## config.mk

```make
export PLATFORM = sky130hd
export DESIGN_NAME = refill_top
export DESIGN_NICKNAME = d
export VERILOG_FILES = /design/src/logic/refill_axi_pkg.sv /design/src/logic/refill_cfg_pkg.sv /design/src/logic/refill_arbiter.sv /design/src/logic/refill_bridge.sv /design/src/logic/refill_cfg_regs.sv /design/src/logic/refill_top.sv
export SDC_FILE = /design/constraint.sdc
export NUM_CORES = 1
export LEC_CHECK = 0
export BUFFER_PORTS_ARGS = -buffer_cell sky130_fd_sc_hd__buf_2
export CORE_MARGIN = 2
export CORE_UTILIZATION = 30
export DETAILED_ROUTE_END_ITERATION = 12
export GPL_TIMING_DRIVEN = 0
export MAX_ROUTING_LAYER = met4
export PLACE_DENSITY = 0.66
export SLEW_MARGIN = 20
export SYNTH_ARGS = -nofsm -noshare
export SYNTH_HDL_FRONTEND = slang
export SYNTH_SLANG_ARGS = --single-unit
```

## constraint.sdc

```tcl
create_clock -name clk_i -period 4.65 [get_ports clk_i]
set_input_delay 0.2325 -clock clk_i [delete_from_list [all_inputs] [get_ports clk_i]]
set_output_delay 0.2325 -clock clk_i [all_outputs]
set_load 0.005 [all_outputs]
```

## src/logic/refill_axi_pkg.sv

```systemverilog
package refill_axi_pkg;

    // --------------------------------------------------
    // Read channel widths
    // --------------------------------------------------
    localparam int AXI_ADDR_W     = 32;
    localparam int AXI_DATA_W     = 64;
    localparam int AXI_ID_W       = 5;
    localparam int LINE_W         = 128;
    localparam int BEATS_PER_LINE = LINE_W / AXI_DATA_W;

    typedef logic [AXI_ADDR_W-1:0] axi_addr_t;
    typedef logic [AXI_DATA_W-1:0] axi_data_t;
    typedef logic [AXI_ID_W-1:0]   axi_id_t;
    typedef logic [LINE_W-1:0]     line_t;
    typedef logic [1:0]            axi_resp_t;

    // Response codes
    localparam axi_resp_t RESP_OKAY   = 2'b00;
    localparam axi_resp_t RESP_EXOKAY = 2'b01;
    localparam axi_resp_t RESP_SLVERR = 2'b10;
    localparam axi_resp_t RESP_DECERR = 2'b11;

    // Incrementing burst type
    localparam logic [1:0] BURST_INCR = 2'b01;

    // --------------------------------------------------
    // Channel payloads
    // --------------------------------------------------
    typedef struct packed {
        axi_id_t    id;
        axi_addr_t  addr;
        logic [7:0] len;
        logic [2:0] size;
        logic [1:0] burst;
        logic [3:0] cache;
        logic [2:0] prot;
        logic [3:0] qos;
    } axi_ar_t;

    typedef struct packed {
        axi_id_t   id;
        axi_data_t data;
        axi_resp_t resp;
        logic      last;
    } axi_r_t;

endpackage

```

## src/logic/refill_cfg_pkg.sv

```systemverilog
package refill_cfg_pkg;

    import refill_axi_pkg::*;

    typedef logic [1:0]  cfg_addr_t;
    typedef logic [31:0] cfg_data_t;

    // --------------------------------------------------
    // Register map
    // --------------------------------------------------
    localparam cfg_addr_t CFG_CTRL     = 2'd0;
    localparam cfg_addr_t CFG_ATTR     = 2'd1;
    localparam cfg_addr_t STAT_REFILLS = 2'd2;
    localparam cfg_addr_t STAT_ERRORS  = 2'd3;

    // Field positions
    localparam int CTRL_EN_BIT    = 0;
    localparam int ATTR_CACHE_LSB = 0;
    localparam int ATTR_PROT_LSB  = 4;
    localparam int ATTR_QOS_LSB   = 8;
    localparam int ATTR_ID_LSB    = 16;

    // Writable bits of the attribute register
    localparam cfg_data_t ATTR_MASK  = 32'h001F_0F7F;
    // Modifiable, non-bufferable by default
    localparam cfg_data_t ATTR_RESET = 32'h0000_0002;

    typedef struct packed {
        logic       enable;
        axi_id_t    id;
        logic [3:0] cache;
        logic [2:0] prot;
        logic [3:0] qos;
    } refill_cfg_t;

endpackage

```

## src/logic/refill_arbiter.sv

```systemverilog
`timescale 1ns/100ps

module refill_arbiter
    import refill_axi_pkg::*;
(
    input  logic      clk_i,
    input  logic      rst_ni,
    input  logic      req_fetch_i,
    input  axi_addr_t addr_fetch_i,
    input  logic      req_pref_i,
    input  axi_addr_t addr_pref_i,
    output logic      gnt_fetch_o,
    output logic      gnt_pref_o,
    output logic      rvalid_fetch_o,
    output logic      rvalid_pref_o,
    output logic      bus_req_o,
    output axi_addr_t bus_addr_o,
    input  logic      bus_gnt_i,
    input  logic      line_valid_i
);

    // High when prefetch holds priority
    logic prio_q;
    // High when the burst in flight belongs to prefetch
    logic owner_q;
    logic sel_pref;

    // --------------------------------------------------
    // Request selection
    // --------------------------------------------------
    // A lone requester wins, otherwise the pointer decides
    assign sel_pref = req_pref_i & (~req_fetch_i | prio_q);

    assign bus_req_o  = req_fetch_i | req_pref_i;
    assign bus_addr_o = sel_pref ? addr_pref_i : addr_fetch_i;

    assign gnt_fetch_o = bus_gnt_i & ~sel_pref;
    assign gnt_pref_o  = bus_gnt_i & sel_pref;

    // Old owner still valid when a new grant lands in the same cycle
    assign rvalid_fetch_o = line_valid_i & ~owner_q;
    assign rvalid_pref_o  = line_valid_i & owner_q;

    // --------------------------------------------------
    // Owner and priority
    // --------------------------------------------------
    always_ff @(posedge clk_i, negedge rst_ni)
    begin
        if (!rst_ni)
        begin
            prio_q  <= 1'b0;
            owner_q <= 1'b0;
        end
        else if (bus_gnt_i)
        begin
            owner_q <= sel_pref;
            // Winner drops to the back
            prio_q  <= ~sel_pref;
        end
    end

endmodule

```

## src/logic/refill_bridge.sv

```systemverilog
`timescale 1ns/100ps

module refill_bridge
    import refill_axi_pkg::*;
    import refill_cfg_pkg::*;
(
    input  logic        clk_i,
    input  logic        rst_ni,
    input  logic        req_i,
    input  axi_addr_t   addr_i,
    output logic        gnt_o,
    output logic        line_valid_o,
    output line_t       line_o,
    output logic        line_err_o,
    input  refill_cfg_t cfg_i,
    output axi_ar_t     ar_o,
    output logic        ar_valid_o,
    input  logic        ar_ready_i,
    input  axi_r_t      r_i,
    input  logic        r_valid_i,
    output logic        r_ready_o,
    output logic        refill_done_o,
    output logic        refill_err_o
);

    typedef enum logic [1:0] {
        IDLE,
        WAIT_BEAT0,
        WAIT_BEAT1,
        DISPATCH
    } state_e;

    state_e state_q;
    state_e state_d;

    axi_data_t [BEATS_PER_LINE-1:0] beat_q;
    logic [BEATS_PER_LINE-1:0]      beat_we;
    logic                           err_q;
    logic                           beat_err;

    // --------------------------------------------------
    // AR channel
    // --------------------------------------------------
    // Line aligned, two beats of 8 bytes
    assign ar_o.id    = cfg_i.id;
    assign ar_o.addr  = {addr_i[AXI_ADDR_W-1:4], 4'b0000};
    assign ar_o.len   = 8'd1;
    assign ar_o.size  = 3'd3;
    assign ar_o.burst = BURST_INCR;
    assign ar_o.cache = cfg_i.cache;
    assign ar_o.prot  = cfg_i.prot;
    assign ar_o.qos   = cfg_i.qos;

    // No back-pressure on R
    assign r_ready_o = 1'b1;

    assign beat_err = (r_i.resp == RESP_SLVERR) || (r_i.resp == RESP_DECERR);

    // --------------------------------------------------
    // Main FSM
    // --------------------------------------------------
    always_comb
    begin
        state_d    = state_q;
        gnt_o      = 1'b0;
        ar_valid_o = 1'b0;
        beat_we    = '0;

        case (state_q)
            // DISPATCH may issue the next burst while returning the line
            IDLE, DISPATCH:
            begin
                ar_valid_o = req_i & cfg_i.enable;
                gnt_o      = ar_valid_o & ar_ready_i;
                state_d    = gnt_o ? WAIT_BEAT0 : IDLE;
            end

            WAIT_BEAT0:
            begin
                if (r_valid_i)
                begin
                    beat_we[0] = 1'b1;
                    state_d    = r_i.last ? DISPATCH : WAIT_BEAT1;
                end
            end

            WAIT_BEAT1:
            begin
                if (r_valid_i)
                begin
                    beat_we[1] = 1'b1;
                    if (r_i.last)
                        state_d = DISPATCH;
                end
            end

            default:
            begin
                state_d = IDLE;
            end
        endcase
    end

    always_ff @(posedge clk_i, negedge rst_ni)
    begin
        if (!rst_ni)
        begin
            state_q <= IDLE;
            err_q   <= 1'b0;
        end
        else
        begin
            state_q <= state_d;
            // Sticky over one burst, cleared when the next one is issued
            if (gnt_o)
                err_q <= 1'b0;
            else if (|beat_we)
                err_q <= err_q | beat_err;
        end
    end

    // Line data
    always_ff @(posedge clk_i)
    begin
        for (int b = 0; b < BEATS_PER_LINE; b++)
        begin
            if (beat_we[b])
                beat_q[b] <= r_i.data;
        end
    end

    assign line_o        = beat_q;
    assign line_err_o    = err_q;
    assign line_valid_o  = (state_q == DISPATCH);
    assign refill_done_o = (state_q == DISPATCH);
    assign refill_err_o  = (state_q == DISPATCH) & err_q;

endmodule

```

## src/logic/refill_cfg_regs.sv

```systemverilog
`timescale 1ns/100ps

module refill_cfg_regs
    import refill_cfg_pkg::*;
(
    input  logic        clk_i,
    input  logic        rst_ni,
    input  logic        cfg_we_i,
    input  cfg_addr_t   cfg_addr_i,
    input  cfg_data_t   cfg_wdata_i,
    output cfg_data_t   cfg_rdata_o,
    input  logic        refill_done_i,
    input  logic        refill_err_i,
    output refill_cfg_t cfg_o
);

    logic      enable_q;
    cfg_data_t attr_q;
    cfg_data_t refill_cnt_q;
    cfg_data_t error_cnt_q;

    // --------------------------------------------------
    // Control and attribute registers
    // --------------------------------------------------
    always_ff @(posedge clk_i, negedge rst_ni)
    begin
        if (!rst_ni)
        begin
            enable_q <= 1'b0;
            attr_q   <= ATTR_RESET;
        end
        else if (cfg_we_i)
        begin
            if (cfg_addr_i == CFG_CTRL)
                enable_q <= cfg_wdata_i[CTRL_EN_BIT];
            if (cfg_addr_i == CFG_ATTR)
                attr_q <= cfg_wdata_i & ATTR_MASK;
        end
    end

    // Counters wrap; a write to the address clears it
    always_ff @(posedge clk_i, negedge rst_ni)
    begin
        if (!rst_ni)
        begin
            refill_cnt_q <= '0;
            error_cnt_q  <= '0;
        end
        else
        begin
            if (cfg_we_i && cfg_addr_i == STAT_REFILLS)
                refill_cnt_q <= '0;
            else if (refill_done_i)
                refill_cnt_q <= refill_cnt_q + 32'd1;

            if (cfg_we_i && cfg_addr_i == STAT_ERRORS)
                error_cnt_q <= '0;
            else if (refill_err_i)
                error_cnt_q <= error_cnt_q + 32'd1;
        end
    end

    assign cfg_o.enable = enable_q;
    assign cfg_o.id     = attr_q[ATTR_ID_LSB +: 5];
    assign cfg_o.cache  = attr_q[ATTR_CACHE_LSB +: 4];
    assign cfg_o.prot   = attr_q[ATTR_PROT_LSB +: 3];
    assign cfg_o.qos    = attr_q[ATTR_QOS_LSB +: 4];

    // Read mux
    always_comb
    begin
        case (cfg_addr_i)
            CFG_CTRL:     cfg_rdata_o = {{31{1'b0}}, enable_q};
            CFG_ATTR:     cfg_rdata_o = attr_q;
            STAT_REFILLS: cfg_rdata_o = refill_cnt_q;
            default:      cfg_rdata_o = error_cnt_q;
        endcase
    end

endmodule

```

## src/logic/refill_top.sv

```systemverilog
`timescale 1ns/100ps

module refill_top
    import refill_axi_pkg::*;
    import refill_cfg_pkg::*;
(
    input  logic      clk_i,
    input  logic      rst_ni,

    // Fetch and prefetch refill ports
    input  logic      req_0_i,
    input  axi_addr_t addr_0_i,
    output logic      gnt_0_o,
    output logic      rvalid_0_o,
    input  logic      req_1_i,
    input  axi_addr_t addr_1_i,
    output logic      gnt_1_o,
    output logic      rvalid_1_o,
    output line_t     rdata_o,
    output logic      rerr_o,

    // Configuration port
    input  logic      cfg_we_i,
    input  cfg_addr_t cfg_addr_i,
    input  cfg_data_t cfg_wdata_i,
    output cfg_data_t cfg_rdata_o,

    // AXI read master
    output axi_ar_t   ar_o,
    output logic      ar_valid_o,
    input  logic      ar_ready_i,
    input  axi_r_t    r_i,
    input  logic      r_valid_i,
    output logic      r_ready_o
);

    logic        bus_req;
    axi_addr_t   bus_addr;
    logic        bus_gnt;
    logic        line_valid;
    logic        refill_done;
    logic        refill_err;
    refill_cfg_t cfg;

    refill_arbiter u_arbiter (
        .clk_i          (clk_i),
        .rst_ni         (rst_ni),
        .req_fetch_i    (req_0_i),
        .addr_fetch_i   (addr_0_i),
        .req_pref_i     (req_1_i),
        .addr_pref_i    (addr_1_i),
        .gnt_fetch_o    (gnt_0_o),
        .gnt_pref_o     (gnt_1_o),
        .rvalid_fetch_o (rvalid_0_o),
        .rvalid_pref_o  (rvalid_1_o),
        .bus_req_o      (bus_req),
        .bus_addr_o     (bus_addr),
        .bus_gnt_i      (bus_gnt),
        .line_valid_i   (line_valid)
    );

    refill_bridge u_bridge (
        .clk_i         (clk_i),
        .rst_ni        (rst_ni),
        .req_i         (bus_req),
        .addr_i        (bus_addr),
        .gnt_o         (bus_gnt),
        .line_valid_o  (line_valid),
        .line_o        (rdata_o),
        .line_err_o    (rerr_o),
        .cfg_i         (cfg),
        .ar_o          (ar_o),
        .ar_valid_o    (ar_valid_o),
        .ar_ready_i    (ar_ready_i),
        .r_i           (r_i),
        .r_valid_i     (r_valid_i),
        .r_ready_o     (r_ready_o),
        .refill_done_o (refill_done),
        .refill_err_o  (refill_err)
    );

    refill_cfg_regs u_cfg_regs (
        .clk_i         (clk_i),
        .rst_ni        (rst_ni),
        .cfg_we_i      (cfg_we_i),
        .cfg_addr_i    (cfg_addr_i),
        .cfg_wdata_i   (cfg_wdata_i),
        .cfg_rdata_o   (cfg_rdata_o),
        .refill_done_i (refill_done),
        .refill_err_i  (refill_err),
        .cfg_o         (cfg)
    );

endmodule

```

==> results.cfg, run 1 <==
[status]
run_status = finished, final reports clean

[final_layout]
finalNetCount = 1323
area_growth_pct = 44.0
seqCellArea_mm2 = 0.00600
instances_no_fill = 1549
multi_input_area_mm2 = 0.00294
final_core_util = 0.441
drive_gt1_frac = 0.419
fill_cells = 2737
fin_area_mm2 = 0.0131

[placement]
dpl.hpwl_mm = 19.3
dpl.cell_count = 1424
placed_area_mm2 = 0.0115
gp_congestion = 0.840
portBuffers = 356
pre_cts_slack_ns = 2.32

[pwr]
swShare = 0.258
irDropWorstVdd_mv = 0.289
switchingPower_mw = 1.34
p_leak_nw = 5.88
total_power_mw = 5.19
p_comb_frac = 0.172
power_frac_seq = 0.464
power.density_mw_per_mm2 = 395
p_int_mw = 3.85
pwr-share-clk = 0.364

[clock_tree]
cts-htree-levels = 1
cts_setup_buffers = 0
post_cts_resized = 0
cts_inserted_buffers = 24
clk_latency_ns = 0.52
holdBufCountCts = 81
cts_tree = built
path_clk_slew_ns = 0.06
clockBufferDepth = 3
root_buffer = clkbuf_16
clock-sinks = 214

[setup_path]
required_ns = 4.42
crit_fanout = 10
max_stage_delay_ns = 0.49
crit_slowest_cell = clkbuf_1
criticalPathCategory = reg -> out
endpoint_kind = output pin
worstPathCellList = o21ai_0 > clkbuf_1 > mux2_2 > buf_2
startpoint_type = register
cp.arrival_ns = 2.20

[drt]
drtPass1Iterations = 4
drt-wirelength-per-cell_um = 17.1
route.detailed.drc = 0
wirelength_mm = 26.5
ant_nets = 0
vias = 7001
routed_via_density = 4.52
drtIter0Drc = 367

[floorplanning]
core_area_mm2 = 0.0298
num_io_pins = 405
rows = 63
die_width_um = 178
dieArea_mm2 = 0.0318
dieHeight_um = 178
start_util = 0.306

[logic_synthesis]
ys_ff_latch = 214
ys_types = 45
synthArstFlopShare = 0.402
syn_inst = 659
ys_warn_count = 0
yosys_most_used_dff = edfxtp_1
synth_area_mm2 = 0.00912
synth.avg_cell_area_um2 = 13.8
synth-edff-count = 128
ys_seq_area_frac = 0.657

[timing]
setup_tns_ns = 0
period_share = 0.524
finalHoldViolations = 0
fin_ws_ns = 2.21
worst_pin_slew_ns = 0.869
fin_worst_skew_ns = 0.00918
max_freq_ghz = 0.411
rsz0062_at_grt = false
fin_hold_ws_ns = 0.0709
slew_headroom = 0.416
setup_viol = 0
post-route-min-period_ns = 2.44
slew_viol_final = 0

[grt]
grt_max_degree = 54
grt_pass1_vias = 6983
gr-total-overflow = 0
antenna_found_initial = 2
grt_usage = 0.161
grt_pass1_wl_mm = 38.6

[worst_hold_path]
min_path_type = in -> reg

[flow_run]
maxCapViolCount = 0
-- synthesized netlist by cell type, types with 8 or more instances --
master	instances	area (um2)
nand3_1	26	130
nand4_1	27	169
nor2b_1	23	144
mux2_2	58	653
buf_4	18	135
a22o_1	15	131
o21ai_0	9	45.0
clkbuf_1	16	60.1
dfrtp_1	85	2130
a21oi_1	8	40.0
nand2_1	24	90.1
and3_1	11	68.8
xnor2_1	15	131
edfxtp_1	128	3840
nor2_1	64	240
mux2i_1	20	200
xor2_1	41	359
-- layer usage --
layer,global-route usage,vias to the layer above,part of all wire
li1,-,3323,-
met1,0.197,3357,0.42
met2,0.274,280,0.48
met3,0.0269,41,0.068
met4,0.0478,0,0.028
met5,-,-,0
-- state kept, by name (all words and copies together), names as in the netlist --
signal,cells
u_cfg_regs.enable_q,1
u_cfg_regs.refill_cnt_q,32
u_bridge.line_o,128
u_bridge.state_q,2
u_arbiter.owner_q,1
u_bridge.line_err_o,1
u_arbiter.prio_q,1
u_cfg_regs.attr_q,16
u_cfg_regs.error_cnt_q,32
-- worst paths after layout --
path	startpoint	end	slack, ns	depth (start not counted)
max	u_arbiter.prio_q	ar_o[35]	2.21	4
min	r_i[2]	u_bridge.line_err_o	0.07	3
max reg2reg	u_bridge.state_q[0]	u_cfg_regs.error_cnt_q[19]	2.33	7
min reg2reg	u_arbiter.owner_q	u_arbiter.owner_q	0.51	1
max in group asynchronous	rst_ni	u_bridge.state_q[0]	3.81	3
min in group asynchronous	rst_ni	u_cfg_regs.error_cnt_q[23]	0.21	2
-- power by group through the flow --
stage	registers (mW)	clock network (mW)	logic, mW
floorplan	2.46	0	0.350
global placement	2.46	0	0.795
detailed placement	2.44	0	0.841
CTS	2.41	1.93	0.900
global route	2.44	2.01	0.976
finish	2.41	1.89	0.891
-- critical path, delay by kind of cell (launching register included) --
| kind | cells | cell delay [ns] |
|---|---|---|
| multiplexers | 1 | 0.43 |
| flip-flops | 1 | 0.37 |
| buffers and inverters | 2 | 0.63 |
| AO/OA/AOI/OAI | 1 | 0.25 |
-- layout by cell type (no fill, tap or decap), types with 5 or more instances in the layout --
master	Yosys	routed
a21oi_1	8	8
a22o_1	15	15
and2_1	7	5
and3_1	11	11
buf_2	4	359
buf_4	18	19
clkbuf_1	16	22
clkbuf_16	0	24
conb_1	2	18
dfrtp_1	85	85
dlygate4sd3_1	0	81
edfxtp_1	128	128
ha_1	5	5
inv_1	7	7
mux2_2	58	58
mux2i_1	20	20
nand2_1	24	24
nand3_1	26	26
nand4_1	27	27
nor2_1	64	64
nor2b_1	23	23
nor3_1	6	6
nor4_1	5	5
o21ai_0	9	9
xnor2_1	15	15
xor2_1	41	41
-- kinds of logic after synthesis --
group | count (synthesis) | share of synthesized area
simple gates | 215 | 0.126
flops | 214 | 0.657
mux | 79 | 0.0960
xor+xnor | 56 | 0.0538
buf+inv | 48 | 0.0277
compound gates | 40 | 0.0318
fa+ha+maj | 5 | 0.00686
other cells | 2 | 0.000823
-- final cells by class --
class / instances / area share
multi-input combinational: 413 / 0.224
timing repair buffer: 440 / 0.204
tap: 390 / 0.0371
clock buffer: 30 / 0.0474
sequential: 214 / 0.457
antenna: 2 / 0.000381
buffer: 41 / 0.0172
inverter: 7 / 0.00200
clock inverter: 12 / 0.0117
Note: power is estimated with default switching activity, not from simulation.
==> run 2, diff against run 1 <==
--- a/config.mk
+++ b/config.mk
@@ -11,7 +11,7 @@
 export DETAILED_ROUTE_END_ITERATION = 12
 export GPL_TIMING_DRIVEN = 0
 export MAX_ROUTING_LAYER = met4
-export PLACE_DENSITY = 0.66
+export PLACE_DENSITY = 0.68
 export SLEW_MARGIN = 20
 export SYNTH_ARGS = -nofsm -noshare
 export SYNTH_HDL_FRONTEND = slang
==> constraint.sdc (replaced) <==
create_clock -name clk_i -period 2.2 [get_ports clk_i]
set_input_delay 0.11 -clock clk_i [delete_from_list [all_inputs] [get_ports clk_i]]
set_output_delay 0.11 -clock clk_i [all_outputs]
set_load 0.005 [all_outputs]
==> run 2 against run 1 <==
  * Die area stayed put
  * Sequential share of layout area decreased by 0.091 points
  * Count of clock-buffer cells in the layout down 3
  * Register-to-register slack lost 2.2 ns
  * First-iteration DRC count increased by 1.6%
  * Final area increased by 0.20%
  * Largest cell class unchanged
  * Highest routed layer unchanged
==> results.cfg, run 2 (synthesis results as in run 1) <==
[timing]
fin_worst_skew_ns = 0.00752
slew_viol_final = 0
max_freq_ghz = 0.478
worst_pin_slew_ns = 0.662
finalHoldViolations = 0
post-route-min-period_ns = 2.09
rsz0062_at_grt = false
setup_tns_ns = 0
setup_viol = 0
period_share = 0.951
slew_headroom = 0.558
fin_hold_ws_ns = 0.0596

[final_layout]
mostFrequentLayoutCell = buf_2
final_cell_mix = 360 x buf_2, 128 x edfxtp_1, 85 x dlygate4sd3_1, 85 x dfrtp_1, 63 x nor2_1
fin_area_mm2 = 0.0132
final_core_util = 0.442
largest_reg_flops = 128
area_growth_pct = 44.3
drive_gt1_frac = 0.426
finalNetCount = 1326

[clock_tree]
clk_latency_ns = 0.51
clock-sinks = 214
path_clk_slew_ns = 0.06
cts-htree-levels = 1
cts_inserted_buffers = 23
cts_tree = built
cts_setup_buffers = 0
clockBufferDepth = 3
root_buffer = clkbuf_16

[setup_path]
crit_top_cell = buf_2
startpoint_type = register
cp_top_family = buffers and inverters
max_stage_delay_ns = 0.39
worstPathCellList = o21ai_0 > buf_2 > mux2_2 > buf_2
critical_path_buf_inv_count = 2
endpoint_kind = output pin
required_ns = 2.09
crit_slowest_cell = mux2_2
criticalPathCategory = reg -> out
cp.arrival_ns = 1.98
crit_fanout = 10

[grt]
gr-total-overflow = 0
grt_usage = 0.163
antenna_found_initial = 1
grt_pass1_wl_mm = 38.8
grt_max_degree = 55
grt_pass1_vias = 7022

[placement]
dpl.hpwl_mm = 19.5
portBuffers = 356
gp_congestion = 0.865
placed_area_mm2 = 0.0115

[worst_hold_path]
min_path_type = in -> reg

[pwr]
p_int_mw = 7.95
p_leak_nw = 5.89
irDropWorstVdd_mv = 0.458
power.density_mw_per_mm2 = 820
pwr-share-clk = 0.348
total_power_mw = 10.8
switchingPower_mw = 2.83
power_frac_seq = 0.472
p_comb_frac = 0.179
swShare = 0.263

[drt]
route.detailed.drc = 0
drtPass1Iterations = 5
drt-wirelength-per-cell_um = 17.3
vias = 7060
ant_nets = 0
drtIter0Drc = 373
routed_via_density = 4.55
wirelength_mm = 26.8

[flow_run]
maxCapViolCount = 0

[floorplanning]
num_io_pins = 405
core_area_mm2 = 0.0298
rows = 63
start_util = 0.306
dieHeight_um = 178
dieArea_mm2 = 0.0318
die_width_um = 178

[status]
run_status = finished, final reports clean
[run 2: final timing paths]
check                                    start                          end  slack, ns  depth (start not counted)
setup reg to reg           u_bridge.state_q[0]  u_cfg_regs.refill_cnt_q[18]       0.13                          7
setup / recovery              u_arbiter.prio_q                     ar_o[51]       0.11                          4
hold reg to reg              u_arbiter.owner_q            u_arbiter.owner_q       0.50                          1
min in group asynchronous               rst_ni   u_cfg_regs.error_cnt_q[25]       0.15                          2
hold / removal                       r_valid_i          u_bridge.state_q[1]       0.06                          4
max in group asynchronous               rst_ni          u_bridge.state_q[1]       1.42                          3
[run 2: power by group through the flow]
stage / clock network (mW) / logic, mW / registers [mW]
after floorplan: 0 / 0.742 / 5.19
after global placement: 0 / 1.69 / 5.17
after detailed placement: 0 / 1.79 / 5.16
after CTS: 3.84 / 1.94 / 5.09
after global routing: 4.03 / 2.11 / 5.14
final: 3.76 / 1.94 / 5.09
[run 2: worst min-delay path: stages]
cell     delay [ns]
buf_2          0.12
nand2_1        0.06
a21oi_1        0.09
mux2i_1        0.13
[run 2: layout make-up]
class	instances	area, um2
antenna	1	2.50
buffer	41	234
clock buffer	27	591
clock inverter	14	135
fill	2670	16600
inverter	7	26.3
multi-input combinational	413	2970
sequential	214	6000
tap	390	488
timing repair buffer	444	2720
[run 2: per-stage QoR]
step	cells	setup slack [ns]
after detailed placement	1424	-0.163
after CTS	1550	0.00646
after global routing	1551	0.0000715
after global placement	1421	-0.112
final	1551	0.107
after floorplan	675	0.303
[run 2: timing repair]
action	CTS	global route
hold endpoints to repair	189	0
gates resized for setup	5	11
setup endpoints to repair	33	26
hold buffers	85	0
[run 2: metal layers]
metal / track usage / vias up / routed length, um
li1: - / 3337 / -
met1: 0.202 / 3388 / 11400
met2: 0.276 / 288 / 13000
met3: 0.0256 / 47 / 1790
met4: 0.0471 / 0 / 629
met5: - / - / 0
